### src/common/regmap_pkg.sv
// Register map of the bitplane video block
// Word addresses on the register bus and the BPLCON0 field positions

package regmap_pkg;

  //////////////////////////////
  // Register bus
  //////////////////////////////

  // One word index of the chip register space
  typedef logic [7:0] rga_t;

  //////////////////////////////
  // Write register addresses
  //////////////////////////////

  // BPLCON0 at byte offset 0x100
  localparam rga_t ADDR_BPLCON0 = 8'h80;

  // BPL1DAT at byte offset 0x110
  // BPL2DAT to BPL6DAT follow on consecutive words
  localparam rga_t ADDR_BPL1DAT = 8'h88;

  // COLOR00 at byte offset 0x180
  // 32 colour registers up to 0xDF
  localparam rga_t ADDR_COLOR00 = 8'hC0;

  //////////////////////////////
  // BPLCON0 fields
  //////////////////////////////

  // Number of bitplanes in use
  localparam int BPU_MSB = 14;
  localparam int BPU_LSB = 12;

endpackage : regmap_pkg

### src/common/video_pkg.sv
// Video pipeline types for the bitplane display path
// Plane words, pixel indexes and 12-bit colours

package video_pkg;

  //////////////////////////////
  // Playfield constants
  //////////////////////////////

  // Lores bitplanes BPL1 to BPL6
  localparam int NUM_PLANES = 6;

  // Pixels shifted out of one data word
  localparam int WORD_PIXELS = 16;

  //////////////////////////////
  // Playfield types
  //////////////////////////////

  // One bitplane data word with the leftmost pixel in the MSB
  typedef logic [WORD_PIXELS-1:0] plane_word_t;

  // Per-plane enable with plane 1 in bit 0
  typedef logic [NUM_PLANES-1:0] plane_mask_t;

  // Pixel index built from the planes with plane 1 in bit 0
  typedef logic [NUM_PLANES-1:0] pix_idx_t;

  //////////////////////////////
  // Colour types
  //////////////////////////////

  // Index into the 32-entry colour table
  typedef logic [4:0] clut_idx_t;

  // 4 bits per component with red on top
  typedef logic [11:0] rgb_t;

endpackage : video_pkg

### src/verilog/control_regs.sv
// Register write decode for the bitplane video path
// Registers the bus one cycle, keeps BPLCON0 and steers the datapath

`timescale 1ns/1ps

module control_regs (
  input  logic                   clk,
  input  logic                   arst_n,
  input  logic                   reg_wr,
  input  regmap_pkg::rga_t       rga,
  input  video_pkg::plane_word_t db_in,
  input  logic                   a1k_mode,
  output logic                   col_wr,
  output video_pkg::clut_idx_t   col_idx,
  output video_pkg::rgb_t        col_rgb,
  output logic                   plane_wr,
  output logic [2:0]             plane_sel,
  output video_pkg::plane_word_t plane_data,
  output logic                   load,
  output video_pkg::plane_mask_t plane_mask,
  output logic                   ehb_mode
);

  import regmap_pkg::*;
  import video_pkg::*;

  logic        wr_q;
  rga_t        rga_q;
  plane_word_t db_q;
  rga_t        plane_off;
  logic        hit_bplcon0;
  logic        hit_bpldat;
  logic        hit_color;
  logic        bpl1_wr;
  logic [2:0]  bpu;
  plane_mask_t bpu_mask;

  //////////////////////////////
  // Bus input stage
  //////////////////////////////

  // Write strobe
  always_ff @(posedge clk or negedge arst_n) begin
    if (!arst_n) begin
      wr_q <= 1'b0;
    end else begin
      wr_q <= reg_wr;
    end
  end

  // Address and data in step with the strobe
  always_ff @(posedge clk) begin
    rga_q <= rga;
    db_q  <= db_in;
  end

  //////////////////////////////
  // Address decode
  //////////////////////////////

  assign plane_off   = rga_q - ADDR_BPL1DAT;
  assign hit_bplcon0 = (rga_q == ADDR_BPLCON0);
  // BPL1DAT to BPL6DAT
  assign hit_bpldat  = (rga_q >= ADDR_BPL1DAT) && (plane_off < rga_t'(NUM_PLANES));
  // COLOR00 to COLOR31 share the top three address bits
  assign hit_color   = (rga_q[7:5] == ADDR_COLOR00[7:5]);

  // Colour table write applied at the next edge
  assign col_wr  = wr_q & hit_color;
  assign col_idx = rga_q[4:0];
  assign col_rgb = db_q[11:0];

  // Holding register write
  assign plane_wr   = wr_q & hit_bpldat;
  assign plane_sel  = plane_off[2:0];
  assign plane_data = db_q;

  // BPL1DAT write kicks off a new word
  assign bpl1_wr = plane_wr & (plane_off == '0);

  //////////////////////////////
  // BPLCON0 and plane enables
  //////////////////////////////

  // Contiguous low-plane mask with 7 clamped to 6
  always_comb begin
    case (bpu)
      3'd0:    bpu_mask = 6'b000000;
      3'd1:    bpu_mask = 6'b000001;
      3'd2:    bpu_mask = 6'b000011;
      3'd3:    bpu_mask = 6'b000111;
      3'd4:    bpu_mask = 6'b001111;
      3'd5:    bpu_mask = 6'b011111;
      default: bpu_mask = 6'b111111;
    endcase
  end

  always_ff @(posedge clk or negedge arst_n) begin
    if (!arst_n) begin
      bpu        <= 3'd0;
      load       <= 1'b0;
      plane_mask <= '0;
    end else begin
      if (wr_q && hit_bplcon0) begin
        bpu <= db_q[BPU_MSB:BPU_LSB];
      end
      // Mask follows the BPU value current at the BPL1DAT write
      if (bpl1_wr) begin
        plane_mask <= bpu_mask;
      end
      load <= bpl1_wr;
    end
  end

  // Six planes give EHB except on the A1000
  assign ehb_mode = (bpu >= 3'd6) & ~a1k_mode;

endmodule : control_regs

### src/playfield/bitplane_shifter.sv
// Bitplane shifter
// Six holding registers loaded by the CPU, copied in parallel into
// six shifters that emit one lores pixel per clock, MSB first

`timescale 1ns/1ps

module bitplane_shifter (
  input  logic                   clk,
  input  logic                   arst_n,
  input  logic                   plane_wr,
  input  logic [2:0]             plane_sel,
  input  video_pkg::plane_word_t plane_data,
  input  logic                   load,
  input  video_pkg::plane_mask_t plane_mask,
  output video_pkg::pix_idx_t    pix_idx,
  output logic                   pix_valid
);

  import video_pkg::*;

  localparam int CNT_W = $clog2(WORD_PIXELS);

  plane_word_t        hold_q  [NUM_PLANES];
  plane_word_t        shift_q [NUM_PLANES];
  logic [CNT_W-1:0]   pix_cnt;

  //////////////////////////////
  // Holding registers
  //////////////////////////////

  // BPLxDAT writes land here
  always_ff @(posedge clk) begin
    if (plane_wr) begin
      hold_q[plane_sel] <= plane_data;
    end
  end

  //////////////////////////////
  // Shift registers
  //////////////////////////////

  // Parallel load on BPL1DAT or shift left while a word runs
  always_ff @(posedge clk) begin
    for (int p = 0; p < NUM_PLANES; p++) begin
      if (load) begin
        shift_q[p] <= hold_q[p];
      end else if (pix_valid) begin
        shift_q[p] <= {shift_q[p][WORD_PIXELS-2:0], 1'b0};
      end
    end
  end

  //////////////////////////////
  // Pixel counter
  //////////////////////////////

  // A new load restarts the word from pixel 0
  always_ff @(posedge clk or negedge arst_n) begin
    if (!arst_n) begin
      pix_cnt   <= '0;
      pix_valid <= 1'b0;
    end else if (load) begin
      pix_cnt   <= '0;
      pix_valid <= 1'b1;
    end else if (pix_valid) begin
      pix_cnt <= pix_cnt + 1'b1;
      // Last pixel of the word
      if (pix_cnt == CNT_W'(WORD_PIXELS - 1)) begin
        pix_valid <= 1'b0;
      end
    end
  end

  //////////////////////////////
  // Pixel index
  //////////////////////////////

  // Leftmost bit of each plane with disabled planes read as 0
  always_comb begin
    for (int p = 0; p < NUM_PLANES; p++) begin
      pix_idx[p] = shift_q[p][WORD_PIXELS-1] & plane_mask[p];
    end
  end

endmodule : bitplane_shifter

### src/color/color_table.sv
// Colour look-up table
// 32 entries of 12-bit RGB, CPU write port and one registered read

`timescale 1ns/1ps

module color_table (
  input  logic                 clk,
  input  logic                 col_wr,
  input  video_pkg::clut_idx_t col_idx,
  input  video_pkg::rgb_t      col_rgb,
  input  video_pkg::clut_idx_t rd_idx,
  output video_pkg::rgb_t      clut_rgb
);

  import video_pkg::*;

  // Inferred 32 x 12 RAM written by the CPU
  rgb_t clut_mem [32];

  //////////////////////////////
  // Write port
  //////////////////////////////

  always_ff @(posedge clk) begin
    if (col_wr) begin
      clut_mem[col_idx] <= col_rgb;
    end
  end

  //////////////////////////////
  // Read port
  //////////////////////////////

  // Read every cycle with one clock of latency
  always_ff @(posedge clk) begin
    clut_rgb <= clut_mem[rd_idx];
  end

endmodule : color_table

### src/color/color_mixer.sv
// Final colour stage
// Extra-half-brite halving, blanking and the RGB output register

`timescale 1ns/1ps

module color_mixer (
  input  logic                clk,
  input  logic                arst_n,
  input  video_pkg::pix_idx_t pix_idx,
  input  logic                pix_valid,
  input  logic                ehb_mode,
  input  video_pkg::rgb_t     clut_rgb,
  output logic [3:0]          red,
  output logic [3:0]          green,
  output logic [3:0]          blue,
  output logic                blank_n
);

  import video_pkg::*;

  logic valid_d;
  logic half_d;
  rgb_t half_rgb;
  rgb_t rgb_q;

  //////////////////////////////
  // Align with table output
  //////////////////////////////

  // Plane 6 bit and valid lag the table read by one cycle
  always_ff @(posedge clk or negedge arst_n) begin
    if (!arst_n) begin
      valid_d <= 1'b0;
      half_d  <= 1'b0;
    end else begin
      valid_d <= pix_valid;
      half_d  <= pix_idx[NUM_PLANES-1];
    end
  end

  // Each component shifted right one bit
  assign half_rgb = {1'b0, clut_rgb[11:9], 1'b0, clut_rgb[7:5], 1'b0, clut_rgb[3:1]};

  //////////////////////////////
  // Output register
  //////////////////////////////

  always_ff @(posedge clk or negedge arst_n) begin
    if (!arst_n) begin
      rgb_q   <= '0;
      blank_n <= 1'b0;
    end else begin
      blank_n <= valid_d;
      if (!valid_d) begin
        // Outside a word the output is black
        rgb_q <= '0;
      end else if (ehb_mode && half_d) begin
        rgb_q <= half_rgb;
      end else begin
        rgb_q <= clut_rgb;
      end
    end
  end

  assign red   = rgb_q[11:8];
  assign green = rgb_q[7:4];
  assign blue  = rgb_q[3:0];

endmodule : color_mixer

### src/verilog/bitplane_video_top.sv
// Bitplane video path top level
// Register decode, bitplane shifter, colour table and output mixer

`timescale 1ns/1ps

module bitplane_video_top (
  input  logic                  clk,
  input  logic                  arst_n,
  // Register bus
  input  logic                  reg_wr,
  input  regmap_pkg::rga_t      rga,
  input  video_pkg::plane_word_t db_in,
  // Configuration
  input  logic                  a1k_mode,
  // Video output
  output logic [3:0]            red,
  output logic [3:0]            green,
  output logic [3:0]            blue,
  output logic                  blank_n
);

  //////////////////////////////
  // Internal wiring
  //////////////////////////////

  // Colour table write port
  logic                   col_wr;
  video_pkg::clut_idx_t   col_idx;
  video_pkg::rgb_t        col_rgb;

  // Bitplane holding register writes
  logic                   plane_wr;
  logic [2:0]             plane_sel;
  video_pkg::plane_word_t plane_data;

  // Shifter load and active planes
  logic                   load;
  video_pkg::plane_mask_t plane_mask;

  // Extra-half-brite enable
  logic                   ehb_mode;

  // Pixel stream out of the shifter
  video_pkg::pix_idx_t    pix_idx;
  logic                   pix_valid;

  // Colour table output one cycle behind pix_idx
  video_pkg::rgb_t        clut_rgb;

  //////////////////////////////
  // Register decode
  //////////////////////////////

  control_regs u_regs (
    .clk        (clk),
    .arst_n     (arst_n),
    .reg_wr     (reg_wr),
    .rga        (rga),
    .db_in      (db_in),
    .a1k_mode   (a1k_mode),
    .col_wr     (col_wr),
    .col_idx    (col_idx),
    .col_rgb    (col_rgb),
    .plane_wr   (plane_wr),
    .plane_sel  (plane_sel),
    .plane_data (plane_data),
    .load       (load),
    .plane_mask (plane_mask),
    .ehb_mode   (ehb_mode)
  );

  //////////////////////////////
  // Pixel generation
  //////////////////////////////

  bitplane_shifter u_shifter (
    .clk        (clk),
    .arst_n     (arst_n),
    .plane_wr   (plane_wr),
    .plane_sel  (plane_sel),
    .plane_data (plane_data),
    .load       (load),
    .plane_mask (plane_mask),
    .pix_idx    (pix_idx),
    .pix_valid  (pix_valid)
  );

  // Low five index bits address the table
  color_table u_clut (
    .clk      (clk),
    .col_wr   (col_wr),
    .col_idx  (col_idx),
    .col_rgb  (col_rgb),
    .rd_idx   (pix_idx[4:0]),
    .clut_rgb (clut_rgb)
  );

  color_mixer u_mixer (
    .clk       (clk),
    .arst_n    (arst_n),
    .pix_idx   (pix_idx),
    .pix_valid (pix_valid),
    .ehb_mode  (ehb_mode),
    .clut_rgb  (clut_rgb),
    .red       (red),
    .green     (green),
    .blue      (blue),
    .blank_n   (blank_n)
  );

endmodule : bitplane_video_top

### config.mk
export PLATFORM = sky130hd
export DESIGN_NAME = bitplane_video_top
export DESIGN_NICKNAME = d
export VERILOG_FILES = /design/src/common/regmap_pkg.sv /design/src/common/video_pkg.sv /design/src/verilog/control_regs.sv /design/src/playfield/bitplane_shifter.sv /design/src/color/color_table.sv /design/src/color/color_mixer.sv /design/src/verilog/bitplane_video_top.sv
export SDC_FILE = /design/constraint.sdc
export NUM_CORES = 1
export LEC_CHECK = 0
export ABC_AREA = 1
export BUFFER_PORTS_ARGS = -buffer_cell sky130_fd_sc_hd__buf_2
export CAP_MARGIN = 20
export CORE_AREA = 8 8 213 215
export DETAILED_ROUTE_END_ITERATION = 16
export DIE_AREA = 0 0 221 223
export PLACE_DENSITY = 0.89
export SETUP_SLACK_MARGIN = 0.02
export SLEW_MARGIN = 20
export SYNTH_ARGS = -nofsm -noshare
export SYNTH_HDL_FRONTEND = slang
export SYNTH_SLANG_ARGS = --single-unit
### constraint.sdc
create_clock -name clk -period 3.9 [get_ports clk]
set_input_delay 0.78 -clock clk [delete_from_list [all_inputs] [get_ports clk]]
set_output_delay 0.78 -clock clk [all_outputs]
set_load 0.05 [all_outputs]
# ---- Word-level counts from Yosys, hierarchy flattened
# Memories as Yosys holds them, arrays and structs flattened. A register that Yosys moved wholly into a read port is not among the register bits.
# Index checks and enable logic that the tools add are counted.
dict set report op_classes {
  add_sub_neg 2
  mul 0
  div 0
  n_lt_le_gt_ge 3
  n_eq_ne 8
  n_shift 0
  muxes 23
  n_bitwise 17
  n_reduce_logical 6
}
# op n
set ops {}
lappend ops {{2-to-1 mux 16 bit} 6}
lappend ops {{case mux 6 bit (6 select lines)} 1}
lappend ops {{2-to-1 mux 12 bit} 2}
lappend ops {{2-to-1 mux 1 bit} 12}
lappend ops {{bitwise AND 1 bit} 10}
lappend ops {{equality test 3 bit (second input constant)} 3}
lappend ops {{equality test 8 bit (second input constant)} 1}
lappend ops {{greater-or-equal comparator 8 bit (second input constant)} 1}
lappend ops {{zero test 8 bit} 1}
lappend ops {{< comparator 8 x 3 -> 1 bit (second input constant)} 1}
lappend ops {{2-to-1 mux 4 bit} 2}
lappend ops {{subtractor 8 bit (second input constant)} 1}
lappend ops {{equality test 3 x 2 -> 1 bit (second input constant)} 2}
lappend ops {{bitwise OR 1 bit} 6}
lappend ops {{adder 4 x 1 -> 4 bit (second input constant)} 1}
lappend ops {{equality test 4 bit (second input constant)} 1}
lappend ops {{equality test 3 x 1 -> 1 bit (second input constant)} 1}
lappend ops {{greater-or-equal comparator 3 bit (second input constant)} 1}
lappend ops {{logical AND 1 bit} 3}
lappend ops {{zero test 3 bit} 1}
lappend ops {{nonzero test 2 bit} 1}
lappend ops {{NOT 1 bit} 1}
dict set report totals {
  ff_bits 55
  latchBits 0
  ramBits 576
  romBits 0
  in_bits 28
  out_inout_bits 13
  wordCells 74
  mem_count 3
}
# memory depth word_bits rd rd_clocked_by_memory_dff wr line
set memory_table {}
lappend memory_table {u_clut.clut_mem 32 12 1 1 1 color_table.sv:18} ;# rgb_t clut_mem [32];
lappend memory_table {u_shifter.hold_q 6 16 6 0 1 bitplane_shifter.sv:23} ;# plane_word_t hold_q [NUM_PLANES];
lappend memory_table {u_shifter.shift_q 6 16 6 0 6 bitplane_shifter.sv:24} ;# plane_word_t shift_q [NUM_PLANES];

# ---- Longest topological paths before layout
dict set report depth {
  word_depth 6
  mapped_depth 12
  mapped_depth_nobuf 10
}

# ---- By module
# A second synthesis with hierarchy kept.
dict set report hier_totals {
  cells_unflattened 2113
  hier_area_um2 25132.9
}
# module instances cells_per_inst area_each_um2 seq_area_each_um2
set by_module_without_submodules {}
lappend by_module_without_submodules {color_table 1 1358 15899.0 11771.3}
lappend by_module_without_submodules {bitplane_shifter 1 550 7300.8 5880.6}
lappend by_module_without_submodules {control_regs 1 135 1325.0 755.7}
lappend by_module_without_submodules {color_mixer 1 70 608.1 375.4}

# ---- Worst setup path after synthesis
# OpenSTA, ideal clock, no wires.
dict set report synth_path {
  path_type {register to register}
  from {reg u_regs.load}
  to {mem u_shifter.shift_q[0][0] (netlist bit) (enable)}
  setup_time_ns 0.449
  arrival_time_ns 2.582
  t_required_ns 3.451
  path_slack_ns 0.869
  path_stages_with_launch 4
  path_buffers 1
  synth_period_minus_slack_ns 3.031
  path_cell_list {dfrtp_1 > clkbuf_1 > nor2_1 > inv_1}
}
# element line
set synth_rtl {}
lappend synth_rtl {{from (decl)} control_regs.sv:19} ;# output logic load,
lappend synth_rtl {{from (signal assigned)} control_regs.sv:111} ;# load <= bpl1_wr;
lappend synth_rtl {{to (decl)} bitplane_shifter.sv:24}

# ---- Worst setup path in the final report
dict set report layout_path {
  from {reg u_regs.wr_q}
  to {mem u_clut.clut_mem[12][9] (netlist bit) (enable)}
}
dict set report layout_between {
  elab_chain_len 3
}
# element line
set layout_lines {}
lappend layout_lines {{from (decl)} control_regs.sv:27} ;# logic wr_q;
lappend layout_lines {{from (signal assigned)} control_regs.sv:47} ;# wr_q <= reg_wr;
lappend layout_lines {{bitwise AND 1 bit} control_regs.sv:69} ;# assign col_wr = wr_q & hit_color;
lappend layout_lines {{2-to-1 mux 1 bit} color_table.sv:25} ;# if (col_wr) begin
lappend layout_lines {{2-to-1 mux 1 bit (implied by the code)} color_table.sv:26} ;# clut_mem[col_idx] <= col_rgb;
lappend layout_lines {{to (decl)} color_table.sv:18}
# Every way passes these cells.

==> impl_metrics.toml <==
[global_routing]
number_of_antenna_violations_at_the_first_check_in_global_routing = 1
grt.total_usage = 0.2529
grt_pass1_vias = 17260
grt_pass1_wl_um = 96420
grt_max_degree = 97
gr-total-overflow = 0

[sta]
max_freq_mhz = 386.4
period_share = 0.6636
timing.setup.tns_ps = 0
timing_hold_violations_final = 0
hold_ws_ps = 224.3
drv_slew = 0
final_critical_path_setup_slack_ps = 1312
timing.final.crit_period_ps = 2588
rsz_0062_raised_after_global_routing = "no"
max-slew-margin-rel = 0.2941
final_clock_skew_ps = 18.05
max_slew.worst_pin.slew_ps = 1059
finalSetupViolations = 0

[setup_path]
critical_path.slowest_cell = "sky130_fd_sc_hd__nor2_1"
crit_start = "u_regs.wr_q"
timing.critical_path.to = "u_clut.clut_mem[12][9]"
worst-path-stages = 4
timing.critical_path.from_type = "flop"
timing.critical_path.cells = "nand2_1 -> nor3_1 -> nand2_1 -> nor2_1"
critPathMaxFanout = 12
reg2regPathDepth = 4
timing.critical_path.buf_inv = 0
critical_path_data_required_time_ps = 4130
worst_setup_path_end_kind = "flop"
worst-setup-path-type = "reg2reg"
reg_to_reg_end = "u_clut.clut_mem[12][9]"
critical_path.max_stage_delay_ps = 860
setup.reg_to_reg.worst_slack_ps = 1310
timing.rr.start = "u_regs.wr_q"
arrival_ps = 2820
worst_path_most_repeated_cell = "sky130_fd_sc_hd__nand2_1"
crit_family = "simple AND/OR/NAND/NOR gates"

[cts]
cts_hold_repair.buffers = 0
cts_buffer_depth = 3
clock_root_buffer = "sky130_fd_sc_hd__clkbuf_16"
cts_buffers = 61
path_clk_slew_ps = 60
clkLatencyLatePin_ps = 620
ctsResizeCount = 0
htreeDepth = 2
clock-sinks = 643
tritoncts = "yes"
cts_setup_buffers = 0

[placement]
dp.final_hpwl_um = 35080
finalWeightedCongestion = 0.9644
numPortBuffers = 40
placement.cell_area_mm2 = 0.02681
placed_cells = 2867
place_worst_setup_slack_ps = 1405

[logic_synthesis]
ys_warn_count = 0
synth-seq-area-share = 0.7234
synth_flop_cell = "sky130_fd_sc_hd__edfxtp_1"
synthesis.nets = 2367
mappedNetlistArea_mm2 = 0.02596
post_synth_inst_count = 2333
synth-async-reset-ratio = 0.04821
synth_cell_type_count = 27
ys_ff_latch = 643
synth-edff-count = 575
avgSynthCellArea_um2 = 11.13

[finish]
drive_above_1_share = 0.08135
antenna_cells_inserted = 0
final.fill_count = 2737
fin_util = 0.6785
footprint_of_the_flip_flops_and_latches_mm2 = 0.01878
multiInputGateArea_mm2 = 0.005220
fin_cells = 2980
final_net_count = 2420
finish.instance_area_mm2 = 0.02871
area_growth_syn_to_layout_pct = 10.58

[route]
postRouteWirelength_um = 62900
ant_nets = 0
route.detailed.vias_per_inst = 5.800
drt-wirelength-per-cell_um = 21.11
first_pass_iters = 6
detailedRoute.firstIterationViolations = 2393
total_via_count_after_detailed_routing = 17280
remaining_drc_errors = 0

[floorplanning]
cell_rows = 76
placeableCoreArea_mm2 = 0.04232
fp.dieH_um = 223
area_of_the_die_mm2 = 0.04928
boundaryPins = 41
floorplan.initialDensity = 0.6136
die_w_um = 221

[pwr]
maximum_vdd_drop_mv = 0.3901
leakagePower_nw = 12.05
overall_power_after_layout_mw = 13.74
power-per-cell-area_mw_per_mm2 = 478.6

[worst_hold_path]
holdCritPathClass = "in2async"

[run]
maxCapViolCount = 0

[status]
run_status = "complete, no violations"
[worst min-delay path by stage]
stage                               to  cells after the start                    from
2_1_floorplan        u_mixer.rgb_q[11]                      2     u_clut.clut_rgb[11]
3_3_place_gp   u_shifter.shift_q[4][0]                      2  u_shifter.hold_q[4][0]
3_5_place_dp          u_mixer.rgb_q[7]                      2      u_clut.clut_rgb[7]
4_1_cts               u_mixer.rgb_q[8]                      1                  arst_n
5_1_grt                u_regs.rga_q[0]                      1                  rga[0]
6_report              u_mixer.rgb_q[8]                      1                  arst_n
[worst register-to-register path, stage by stage (launching register included)]
cell                      delay [ps]
sky130_fd_sc_hd__dfrtp_1         370
sky130_fd_sc_hd__nand2_1         100
sky130_fd_sc_hd__nor3_1          490
sky130_fd_sc_hd__nand2_1         380
sky130_fd_sc_hd__nor2_1          860
[kinds of logic (layout without fill, tap and decap cells)]
kind of cell | Yosys count | in the layout | synth area share
mux | 2 | 2 | 0.0008673
fa+ha+maj | 6 | 6 | 0.002891
simple gates | 1139 | 1139 | 0.1855
buf+inv | 500 | 601 | 0.07676
xor+xnor | 1 | 1 | 0.0003374
compound gates | 42 | 42 | 0.01026
flops | 643 | 643 | 0.7234
[where the power goes]
| part | switching, mW | internal [mW] |
|---|---|---|
| registers | 0.0630 | 7.63 |
| logic | 0.349 | 0.0910 |
| clock network | 2.46 | 3.15 |
| total | 2.87 | 10.9 |
[Yosys cell counts (12+ instances only)]
library cell / number / share of area
sky130_fd_sc_hd__a22o_1: 14 / 0.0047
sky130_fd_sc_hd__buf_2: 51 / 0.0098
sky130_fd_sc_hd__buf_4: 12 / 0.0035
sky130_fd_sc_hd__clkbuf_1: 37 / 0.0053
sky130_fd_sc_hd__dfrtp_1: 31 / 0.030
sky130_fd_sc_hd__dfxtp_1: 37 / 0.029
sky130_fd_sc_hd__edfxtp_1: 575 / 0.66
sky130_fd_sc_hd__inv_1: 388 / 0.056
sky130_fd_sc_hd__nand2_1: 661 / 0.096
sky130_fd_sc_hd__nand3_1: 401 / 0.077
sky130_fd_sc_hd__nor2_1: 62 / 0.0090
sky130_fd_sc_hd__o21ai_0: 21 / 0.0040
[layer usage]
layer | global-route usage | share of wire | vias up
met5 | 0 | 0 | -
met4 | 0.1231 | 0.049 | 0
met3 | 0.04964 | 0.10 | 209
met2 | 0.4265 | 0.49 | 1066
met1 | 0.3126 | 0.36 | 8264
li1 | - | - | 7744
[registers in the layout (all words and copies together), names as in the netlist]
| register | flops |
|---|---|
| u_shifter.pix_valid | 1 |
| u_mixer.blank_n | 1 |
| u_mixer.half_d | 1 |
| u_clut.clut_mem | 384 |
| u_regs.plane_data | 16 |
| u_regs.plane_mask | 6 |
| u_shifter.hold_q | 96 |
| u_regs.bpu | 3 |
| u_shifter.shift_q | 96 |
| u_regs.load | 1 |
| u_regs.wr_q | 1 |
| u_regs.rga_q | 8 |
| u_mixer.rgb_q | 12 |
| u_shifter.pix_cnt | 4 |
| u_mixer.valid_d | 1 |
| u_clut.clut_rgb | 12 |
[cell usage in the layout, fill, tap and decap left out]
cell type                      n
sky130_fd_sc_hd__mux2_1        2
sky130_fd_sc_hd__clkinv_2     11
sky130_fd_sc_hd__inv_6         1
sky130_fd_sc_hd__dfrtp_2       1
sky130_fd_sc_hd__a21oi_1       6
sky130_fd_sc_hd__nor3_2        1
sky130_fd_sc_hd__xor2_1        1
sky130_fd_sc_hd__edfxtp_1    575
sky130_fd_sc_hd__buf_12        2
sky130_fd_sc_hd__clkbuf_1     16
sky130_fd_sc_hd__ha_1          6
sky130_fd_sc_hd__a22o_1       14
sky130_fd_sc_hd__or2_2         1
sky130_fd_sc_hd__nand2_1     660
sky130_fd_sc_hd__inv_2         2
sky130_fd_sc_hd__nand2_8       1
sky130_fd_sc_hd__clkinv_4      5
sky130_fd_sc_hd__clkbuf_16    61
sky130_fd_sc_hd__nor4_1        1
sky130_fd_sc_hd__clkbuf_8      4
sky130_fd_sc_hd__nand3_1     401
sky130_fd_sc_hd__nand2_2       2
sky130_fd_sc_hd__clkinv_1     10
sky130_fd_sc_hd__o21ai_0      21
sky130_fd_sc_hd__nor3_1        6
sky130_fd_sc_hd__nor4_2        2
sky130_fd_sc_hd__nand4_1       2
sky130_fd_sc_hd__dfrtp_1      30
sky130_fd_sc_hd__buf_2        40
sky130_fd_sc_hd__dfxtp_1      37
sky130_fd_sc_hd__nor2_4        1
sky130_fd_sc_hd__inv_1       386
sky130_fd_sc_hd__a41oi_1       1
sky130_fd_sc_hd__buf_4        58
sky130_fd_sc_hd__bufinv_16     3
sky130_fd_sc_hd__clkinvlp_4    2
sky130_fd_sc_hd__nor2_1       61
[final cells by class]
cell class                      count  share of cell area
Clock buffer                       81             0.05718
Sequential cell                   643              0.6542
Clock inverter                     30            0.008367
Tap cell                          546             0.02379
Inverter                          390             0.05107
Multi-Input combinational cell   1190              0.1818
Timing Repair Buffer              100             0.02353
No activity file was read; power rests on OpenSTA's default activity.
